`src/logic/video_cfg.svh`:
```
`ifndef VIDEO_CFG_SVH
`define VIDEO_CFG_SVH

// horizontal geometry, in pixel clocks from hcount 0
`define VID_HPERIOD      9'd448 // clocks per line
`define VID_HSYNC_BEG    9'd16  // hsync rises here, also the hsync_start point
`define VID_HSYNC_END    9'd48  // hsync falls here, also the line_start point
`define VID_HBLNK_END    9'd88  // hblank covers 0..87
`define VID_HPIX_BEG     9'd136
`define VID_HPIX_END     9'd392 // 256 picture clocks
`define VID_HINT_BEG     9'd0   // hint_start point

// vertical geometry, in lines
`define VID_VPERIOD      9'd320 // pentagon frame
`define VID_VBLNK_BEG    9'd0
`define VID_VBLNK_END    9'd32
`define VID_VSYNC_BEG    9'd8
`define VID_VSYNC_END    9'd11
`define VID_INT_LINE     9'd0

// picture window per raster height, border split evenly around it
`define VID_VPIX_BEG_192 9'd80
`define VID_VPIX_END_192 9'd272
`define VID_VPIX_BEG_200 9'd76
`define VID_VPIX_END_200 9'd276
`define VID_VPIX_BEG_240 9'd56
`define VID_VPIX_END_240 9'd296
`define VID_VPIX_BEG_288 9'd32
`define VID_VPIX_END_288 9'd320 // equals the period, wraps to line 0

`define VID_TFETCH_LEAD  9'd16 // tile prefetch opens this many lines early
`define VID_TFETCH_TRAIL 9'd8  // and closes this many lines before vpix ends

`define VID_INT_LEN      32    // z80 INT width in clocks

`endif

```
`src/logic/video_pkg.sv`:
```
package video_pkg;

	// pixel position within a line, 0..447
	typedef logic [8:0] hcount_t;

	// line number within a frame, 0..319
	typedef logic [8:0] vcount_t;

	// raster height code
	// 00=192 01=200 10=240 11=288
	typedef logic [1:0] rres_t;

	// interrupt stretcher
	typedef enum logic
	{
		INT_IDLE,   // int_n released
		INT_ACTIVE  // int_n held low, counter running
	} int_state_t;

endpackage

```
`src/logic/line_strobe_if.sv`:
```
`timescale 1ns/10ps

// per-line timing from the horizontal to the vertical generator
interface line_strobe_if;

	logic hsync_start; // one clock, hsync rising point
	logic line_start;  // one clock, hsync falling point
	logic hint_start;  // one clock, start of line for the INT decode
	logic hblank;      // level, horizontal blanking

	// horizontal generator side
	modport src
	(
		output hsync_start,
		output line_start,
		output hint_start,
		output hblank
	);

	// vertical generator side, no handshake back
	modport sink
	(
		input hsync_start,
		input line_start,
		input hint_start,
		input hblank
	);

endinterface

```
`src/logic/video_int_gen.sv`:
```
`timescale 1ns/10ps

`include "video_cfg.svh"

module video_int_gen import video_pkg::*;
(
	input  logic clk,
	input  logic reset,
	input  logic int_start, // one clock per frame
	output logic int_n      // z80 INT, active low
);

	localparam int CNT_W = $clog2(`VID_INT_LEN);

	int_state_t       state;
	logic [CNT_W-1:0] remain; // clocks left after the current one

	always_ff @(posedge clk)
	begin
		if (reset)
		begin
			state  <= INT_IDLE;
			remain <= '0;
		end
		else if (int_start) // also restarts a running INT
		begin
			state  <= INT_ACTIVE;
			remain <= CNT_W'(`VID_INT_LEN - 1);
		end
		else if (state == INT_ACTIVE)
		begin
			if (remain == '0)
				state <= INT_IDLE;
			else
				remain <= remain - 1'b1;
		end
	end

	assign int_n = (state != INT_ACTIVE);

endmodule

```
`src/logic/video_sync_h.sv`:
```
`timescale 1ns/10ps

`include "video_cfg.svh"

module video_sync_h import video_pkg::*;
(
	input  logic          clk,
	input  logic          reset,
	line_strobe_if.src    strobes,
	output hcount_t       hcount,
	output logic          hsync,
	output logic          hpix
);

	logic at_line_end; // last clock of the line

	assign at_line_end = (hcount == (`VID_HPERIOD - 9'd1));

	// free-running pixel counter
	always_ff @(posedge clk)
	begin
		if (reset)
			hcount <= '0;
		else if (at_line_end)
			hcount <= '0;
		else
			hcount <= hcount + 9'd1;
	end

	// levels, one clock behind the hcount that sets or clears them
	always_ff @(posedge clk)
	begin
		if (reset)
		begin
			hsync          <= 1'b0;
			strobes.hblank <= 1'b0;
			hpix           <= 1'b0;
		end
		else
		begin
			if (hcount == `VID_HSYNC_BEG)
				hsync <= 1'b1;
			else if (hcount == `VID_HSYNC_END)
				hsync <= 1'b0;

			if (hcount == 9'd0) // blank starts with the line
				strobes.hblank <= 1'b1;
			else if (hcount == `VID_HBLNK_END)
				strobes.hblank <= 1'b0;

			if (hcount == `VID_HPIX_BEG)
				hpix <= 1'b1;
			else if (hcount == `VID_HPIX_END)
				hpix <= 1'b0;
		end
	end

	// one-clock strobes, each fires once per line
	always_ff @(posedge clk)
	begin
		if (reset)
		begin
			strobes.hsync_start <= 1'b0;
			strobes.line_start  <= 1'b0;
			strobes.hint_start  <= 1'b0;
		end
		else
		begin
			strobes.hsync_start <= (hcount == `VID_HSYNC_BEG);
			strobes.line_start  <= (hcount == `VID_HSYNC_END); // end of hsync ends vsync too
			strobes.hint_start  <= (hcount == `VID_HINT_BEG);
		end
	end

endmodule

```
`src/logic/video_sync_v.sv`:
```
`timescale 1ns/10ps

`include "video_cfg.svh"

module video_sync_v import video_pkg::*;
(
	input  logic          clk,
	input  logic          reset,
	line_strobe_if.sink   strobes,
	input  rres_t         rres,      // sampled every line, quasi-static
	output vcount_t       vcount,
	output logic          vblank,
	output logic          vsync,
	output logic          vpix,      // line carries pixels, not just border
	output logic          vtfetch,   // tile and x-scroll prefetch window
	output logic          yctr_init, // line 0 of the y counter
	output logic          int_start  // one-shot, starts the z80 INT
);

	vcount_t vp_beg;      // first picture line
	vcount_t vp_end;      // line after the last picture line
	vcount_t vp_end_cmp;  // vp_end folded into the counter range
	vcount_t tf_beg;
	vcount_t tf_end;
	logic    line_step;   // vertical levels move only here

	// window boundaries for the selected raster height
	always_comb
	begin
		case (rres)
			2'b00:
			begin
				vp_beg = `VID_VPIX_BEG_192;
				vp_end = `VID_VPIX_END_192;
			end
			2'b01:
			begin
				vp_beg = `VID_VPIX_BEG_200;
				vp_end = `VID_VPIX_END_200;
			end
			2'b10:
			begin
				vp_beg = `VID_VPIX_BEG_240;
				vp_end = `VID_VPIX_END_240;
			end
			default:
			begin
				vp_beg = `VID_VPIX_BEG_288;
				vp_end = `VID_VPIX_END_288;
			end
		endcase
		// 288 lines run to the frame end, so vpix clears on line 0
		vp_end_cmp = (vp_end == `VID_VPERIOD) ? '0 : vp_end;
	end

	assign tf_beg = vp_beg - `VID_TFETCH_LEAD;
	assign tf_end = vp_end - `VID_TFETCH_TRAIL;

	// hsync_start always lands inside hblank
	assign line_step = strobes.hsync_start & strobes.hblank;

	assign yctr_init = (vcount == tf_beg); // whole line, one per frame

	// line counter
	always_ff @(posedge clk)
	begin
		if (reset)
			vcount <= '0;
		else if (line_step)
		begin
			if (vcount == (`VID_VPERIOD - 9'd1))
				vcount <= '0;
			else
				vcount <= vcount + 9'd1;
		end
	end

	// blank, picture and prefetch levels, all on line boundaries
	always_ff @(posedge clk)
	begin
		if (reset)
		begin
			vblank  <= 1'b0;
			vpix    <= 1'b0;
			vtfetch <= 1'b0;
		end
		else if (line_step)
		begin
			if (vcount == `VID_VBLNK_BEG)
				vblank <= 1'b1;
			else if (vcount == `VID_VBLNK_END)
				vblank <= 1'b0;

			if (vcount == vp_beg)
				vpix <= 1'b1;
			else if (vcount == vp_end_cmp)
				vpix <= 1'b0;

			if (vcount == tf_beg)
				vtfetch <= 1'b1;
			else if (vcount == tf_end)
				vtfetch <= 1'b0;
		end
	end

	// vsync keeps every hsync edge, it ends at the line_start that follows
	// the hsync_start of the last sync line
	always_ff @(posedge clk)
	begin
		if (reset)
			vsync <= 1'b0;
		else if (line_step && (vcount == `VID_VSYNC_BEG))
			vsync <= 1'b1;
		else if (strobes.line_start && (vcount == (`VID_VSYNC_END + 9'd1)))
			vsync <= 1'b0;
	end

	always_ff @(posedge clk)
	begin
		if (reset)
			int_start <= 1'b0;
		else
			int_start <= strobes.hint_start && (vcount == `VID_INT_LINE); // one clock
	end

endmodule

```
`src/logic/video_timing_top.sv`:
```
`timescale 1ns/10ps

module video_timing_top import video_pkg::*;
(
	input  logic    clk,
	input  logic    reset,
	input  rres_t   rres,      // raster height code
	output hcount_t hcount,
	output vcount_t vcount,
	output logic    hsync,
	output logic    hblank,
	output logic    hpix,
	output logic    vsync,
	output logic    vblank,
	output logic    vpix,
	output logic    vtfetch,
	output logic    yctr_init,
	output logic    int_n
);

	logic int_start; // vertical to INT stretcher

	line_strobe_if strobes ();

	video_sync_h u_sync_h
	(
		.clk     (clk),
		.reset   (reset),
		.strobes (strobes.src),
		.hcount  (hcount),
		.hsync   (hsync),
		.hpix    (hpix)
	);

	video_sync_v u_sync_v
	(
		.clk       (clk),
		.reset     (reset),
		.strobes   (strobes.sink),
		.rres      (rres),
		.vcount    (vcount),
		.vblank    (vblank),
		.vsync     (vsync),
		.vpix      (vpix),
		.vtfetch   (vtfetch),
		.yctr_init (yctr_init),
		.int_start (int_start)
	);

	video_int_gen u_int_gen
	(
		.clk       (clk),
		.reset     (reset),
		.int_start (int_start),
		.int_n     (int_n)
	);

	assign hblank = strobes.hblank; // blank level lives in the strobe bundle

endmodule

```
`config.mk`:
```
export PLATFORM = sky130hd
export DESIGN_NAME = video_timing_top
export DESIGN_NICKNAME = d
export VERILOG_FILES = /design/src/logic/video_pkg.sv /design/src/logic/line_strobe_if.sv /design/src/logic/video_int_gen.sv /design/src/logic/video_sync_h.sv /design/src/logic/video_sync_v.sv /design/src/logic/video_timing_top.sv
export VERILOG_INCLUDE_DIRS = /design/src /design/src/logic
export SDC_FILE = /design/constraint.sdc
export NUM_CORES = 1
export LEC_CHECK = 0
export BUFFER_PORTS_ARGS = -buffer_cell sky130_fd_sc_hd__clkbuf_2
export CORE_UTILIZATION = 55
export DETAILED_ROUTE_END_ITERATION = 16
export HOLD_SLACK_MARGIN = 0.06
export PLACE_DENSITY = 0.79
export SLEW_MARGIN = 25
export SYNTH_ARGS = -nofsm -noshare
export SYNTH_HDL_FRONTEND = slang
export SYNTH_SLANG_ARGS = --single-unit
```
`constraint.sdc`:
```
create_clock -name clk -period 2.8 [get_ports clk]
set_clock_uncertainty 0.05 [all_clocks]
set_input_delay 0.14 -clock clk [delete_from_list [all_inputs] [get_ports clk]]
set_output_delay 0.14 -clock clk [all_outputs]
set_load 0.005 [all_outputs]
```
* After elaboration in Yosys (flattened, before gate mapping)
Index checks and enable logic that the tools add are counted.
** Word-level totals
- Register bits :: 35
- Memory bits (read-only) :: 0
- Memories :: 0
- Logic and storage cells :: 84
- Output and inout port bits :: 27
- Input bits :: 4
- Memory bits (writable) :: 0
- Bits in latches :: 0
** Operators by class
- Bitwise operators :: 2
- Add/subtract/negate cells :: 5
- Multipliers :: 0
- Muxes and demuxes :: 24
- $lt $le $gt $ge :: 0
- Reduce and logical (&&, ||, !) cells :: 20
- Equal/unequal tests :: 18
- Shift operators :: 0
- Div/mod/pow operators :: 0
** Operator list (number)
- $pmux 7 s3 :: 2
- $eq 9x9->1 const B :: 4
- $eq 9x9->1 :: 3
- $add 9x1->9 const B :: 2
- $eq 9x4->1 const B :: 2
- $eq 9x6->1 const B :: 2
- $logic_not 9->1 :: 2
- $mux 9 :: 2
- $mux 1 :: 17
- $reduce_bool 2->1 :: 8
- $mux 5 :: 3
- $eq 9x5->1 const B :: 1
- $eq 9x7->1 :: 1
- $eq 9x7->1 const B :: 1
- $eq 9x8->1 const B :: 1
- $sub 9x4->9 const B :: 1
- $reduce_and 2->1 :: 4
- $sub 7x5->8 const B :: 1
- $logic_not 5->1 :: 1
- $sub 5x1->5 const B :: 1
- $logic_and 1x1->1 :: 3
- $eq 2x1->1 const B :: 1
- $eq 2x2->1 const B :: 1
- $logic_not 2->1 :: 1
- other kinds (4) :: 4

* Depth between registers and ports, before layout
- Depth in word-level cells :: 7
- Gate-level depth with buffers :: 6
- Gate-level depth less buffers :: 6

* By module
Synthesis repeated with hierarchy kept, for this count alone.
** Unflattened totals
- Cells, all modules :: 239
- Area, all modules :: 2042.0 um2
** Modules (own cells, without submodules)
- video_sync_v :: times used 1, seq. area each 280.3 um2, cells each 126, area an instance 1062.3 um2
- video_sync_h :: times used 1, seq. area each 300.3 um2, cells each 82, area an instance 691.9 um2
- video_int_gen :: times used 1, seq. area each 120.1 um2, cells each 31, area an instance 287.8 um2

* Worst setup path after synthesis
Ideal clock, no wire load.
- Kind :: register to register
- Start point :: reg u_sync_h.hcount[0]
- End point :: reg u_sync_h.hcount[3]
- Data required time :: 2.623 ns
- Library setup time :: 0.127 ns
- Setup slack :: 1.222 ns
- Clock period less this slack :: 1.578 ns
- Cell stages (with the launch flop) :: 6
- Arrival :: 1.401 ns
- Path buffers :: 0
- Cells stage by stage :: dfxtp_1 -> ha_1 -> nand3_1 -> or3_1 -> o31ai_4 -> nor2_1
** On the way
- Longest elaborated chain between the ends :: 2
- Elaborated cells between the ends (all ways) :: 3
- Those cells by class :: add/sub: 1; eq/ne: 1; reduce/logical: 1
** Ends and longest elaborated chain
- start, declared :: RTL line video_sync_h.sv:10 : output hcount_t hcount,
- start signal, assigned :: RTL line video_sync_h.sv:27 : hcount <= hcount + 9'd1;
- branches (longest 2 deep; another with $add 9x1->9)
Several ways; the timed one is not identified.
A chain may end at the register's enable or synchronous reset.

* Worst setup path after layout
- Start point :: reg u_sync_v.vcount[3]
- End point :: out yctr_init
** On the way
- Longest elaborated chain between the ends :: 1
** Ends and longest elaborated chain
- start, declared :: RTL line video_sync_v.sv:11 : output vcount_t vcount,
- start signal, assigned :: RTL line video_sync_v.sv:74 : vcount <= vcount + 9'd1;
- $eq 9x9->1 :: RTL line video_sync_v.sv:62 : assign yctr_init = (vcount == tf_beg);
- end, declared :: RTL line video_timing_top.sv:17 : output logic yctr_init,
No other way between the ends.

==> results.sh <==
export IMPL_initial_core_util_pct=58.04
export IMPL_synth_fp_nets=248
export IMPL_die_area_um2=3791
export IMPL_pin_count=31
export IMPL_slew_headroom_pct=64.34
export IMPL_fmaxAchievable_ghz=0.5418
export IMPL_syn_area_um2=1952
export IMPL_die_y_um=61.57
export IMPL_synth_ff_type="dfxtp_1"
export IMPL_grt_pass1_vias=1271
export IMPL_ctsHoldBuffers=0
export IMPL_path_clk_slew_ps=100
export IMPL_setup_tns_ps=0
export IMPL_r2r_slack_ps=1040
export IMPL_drc=0
export IMPL_hold_violations=0
export IMPL_synth_area_leaders="dfxtp_1, ha_1, xnor2_1"
export IMPL_clock_path_buffers=2
export IMPL_wl_um=3682
export IMPL_synth_commonest_cells="dfxtp_1, nor2_1, nand2_1"
export IMPL_leakage_nw=0.8934
export IMPL_cp_start_kind="flop"
export IMPL_h_tree_depth=2
export IMPL_min_period_ps=1846
export IMPL_drive_gt1_share_pct=16.86
export IMPL_ys_ff_latch=35
export IMPL_syn_avg_cell_area_um2=8.486
export IMPL_dp_final_hpwl_um=2633
export IMPL_path_max_fanout=14
export IMPL_post_cts_buffers=0
export IMPL_synth_cell_types=45
export IMPL_avgRoutedWirePerCell_um=12.23
export IMPL_yosysMostFrequentCell="dfxtp_1"
export IMPL_tightest_slew_ps=534.2
export IMPL_cts_tree="done"
export IMPL_antenna_found_initial=0
export IMPL_viasPerCell=5.336
export IMPL_firstDrtPassIters=4
export IMPL_worst_hold_path_type="primary input to flop"
export IMPL_max_vdd_ir_drop_mv=0.3268
export IMPL_clock_latency_ps=330
export IMPL_grtUsageTotal_pct=21.48
export IMPL_drt_iter0_drc=76
export IMPL_fp_row_count=21
export IMPL_async_flop_share_pct=0
export IMPL_yosys_warnings=0
export IMPL_dp_cells=295
export IMPL_required_ps=2610
export IMPL_status="finished, final reports clean"
export IMPL_area_delta_synth_final_pct=10.26
export IMPL_yosysSeqAreaShare_pct=35.90
export IMPL_grt_max_degree=24
export IMPL_cts_sinks=35
export IMPL_n_antenna_cell=0
export IMPL_place_gp_congestion=0.8274
export IMPL_fin_nets=274
export IMPL_powerDensity_nw_per_um2=409.1
export IMPL_clock_root_buffer="clkbuf_4"
export IMPL_ant_nets=0
export IMPL_io_buffers=30
export IMPL_numCtsBuffers=5
export IMPL_slew_viol_final=0
export IMPL_path_class="flop to primary output"
export IMPL_die_x_um=61.57
export IMPL_fp_coreArea_um2=3363
export IMPL_post_cts_resized=0
export IMPL_cap_violations=0
export IMPL_grt_overflow_total=0
export IMPL_num_vias=1606
export IMPL_rsz0062_at_grt="false"
export IMPL_synth_edf_count=0
export IMPL_period_share_pct=65.92
export IMPL_synth_cells=230
export IMPL_synth_top_area_share_pct=35.90
export IMPL_setup_viol=0
export IMPL_crit_arrival_ps=1660
export IMPL_grt_pass1_wl_um=5809
export IMPL_synth_largest_area_cell="dfxtp_1"
export IMPL_end_kind="primary output"
export IMPL_layout_cells_non_filler=301
[final cells by class]
type                    instances  area (um^2)
fillers                       304         1211
multi-input cells             170         1150
flip-flops and latches         35        700.7
repair buffers                 30        150.1
well taps                      46        57.56
inverters                      14        52.55
clock buffers                   6        41.29
[state kept, by name, indices dropped and copies added (netlist names)]
signal                        count
u_sync_h.strobes.hsync_start      1
u_sync_v.vcount                   9
u_sync_v.vtfetch                  1
u_sync_h.strobes.line_start       1
u_sync_h.hpix                     1
u_int_gen.state                   1
u_sync_v.int_start                1
u_int_gen.remain                  5
u_sync_v.vblank                   1
u_sync_h.hsync                    1
u_sync_v.vpix                     1
u_sync_h.strobes.hint_start       1
u_sync_v.vsync                    1
u_sync_h.strobes.hblank           1
u_sync_h.hcount                   9
[final timing paths]
kind	depth (start not counted)	startpoint	to
setup reg to reg	4	u_sync_h.hcount[3]$_SDFF_PP0_	u_sync_h.hcount[3]$_SDFF_PP0_
hold reg to reg	2	u_sync_h.strobes.hint_start$_SDFF_PP0_	u_sync_v.int_start$_SDFF_PP0_
hold / removal	4	rres[0]	u_sync_v.vtfetch$_SDFFE_PP0P_
setup / recovery	5	u_sync_v.vcount[3]$_SDFFE_PP0P_	yctr_init
[worst max-delay path, stage by stage, from the launching register on]
cell and delay (ps):
dfxtp_1 610, xnor2_1 160, and3_1 210, nand4_1 110
nor2_1 120, clkbuf_2 110
[report_power, final]
group / total (mW) / internal [mW] / switching, mW
Sequential: 0.529 / 0.514 / 0.0151
Clock: 0.241 / 0.0893 / 0.152
Combinational: 0.110 / 0.0489 / 0.0611
Total: 0.880 / 0.653 / 0.228
[cell usage in the layout (no fill, tap or decap), types with 9 or more instances in the layout]
cell,count
nand3_1,9
xnor2_1,14
clkbuf_2,30
xor2_1,10
a21oi_1,13
nand2_1,16
ha_1,14
dfxtp_1,35
nor2_1,29
inv_1,14
[kinds of logic (layout without fill, tap and decap cells)]
logic type / Yosys count / count (layout) / share of synthesized area, %
adders and majority gates: 14 / 14 / 8.974
xor gates and xnor gates: 24 / 24 / 10.77
AOI/OAI and AO/OA: 32 / 32 / 11.22
muxes: 3 / 3 / 1.539
and+or+nand+nor: 97 / 97 / 26.41
DFF: 35 / 35 / 35.90
buffers and inverters: 25 / 50 / 5.192
[per-layer routing]
layer  wire length [um]  up-vias  global-route usage (%)
li1                   -      846                       -
met2               1570       36                   30.26
met4                 55        0                   9.206
met3                155        5                   7.563
met1               1901      719                   29.53
met5                  0        -                       0
[per-stage QoR]
stage               util [%]  area, um^2  hold WS (ps)  total power, mW  worst slack, ps
floorplan                  -        1952         240.2           0.6214             1222
global placement       62.76        2111         362.3           0.6472             1065
detailed placement     62.76        2111         360.6           0.6507             1051
CTS                    63.99        2152         234.6           0.8900            945.8
global route           63.99        2152         277.8           0.9309            797.6
finish                 63.99        2152         254.1           0.8805            954.3
No activity file was read; power rests on OpenSTA's default activity.
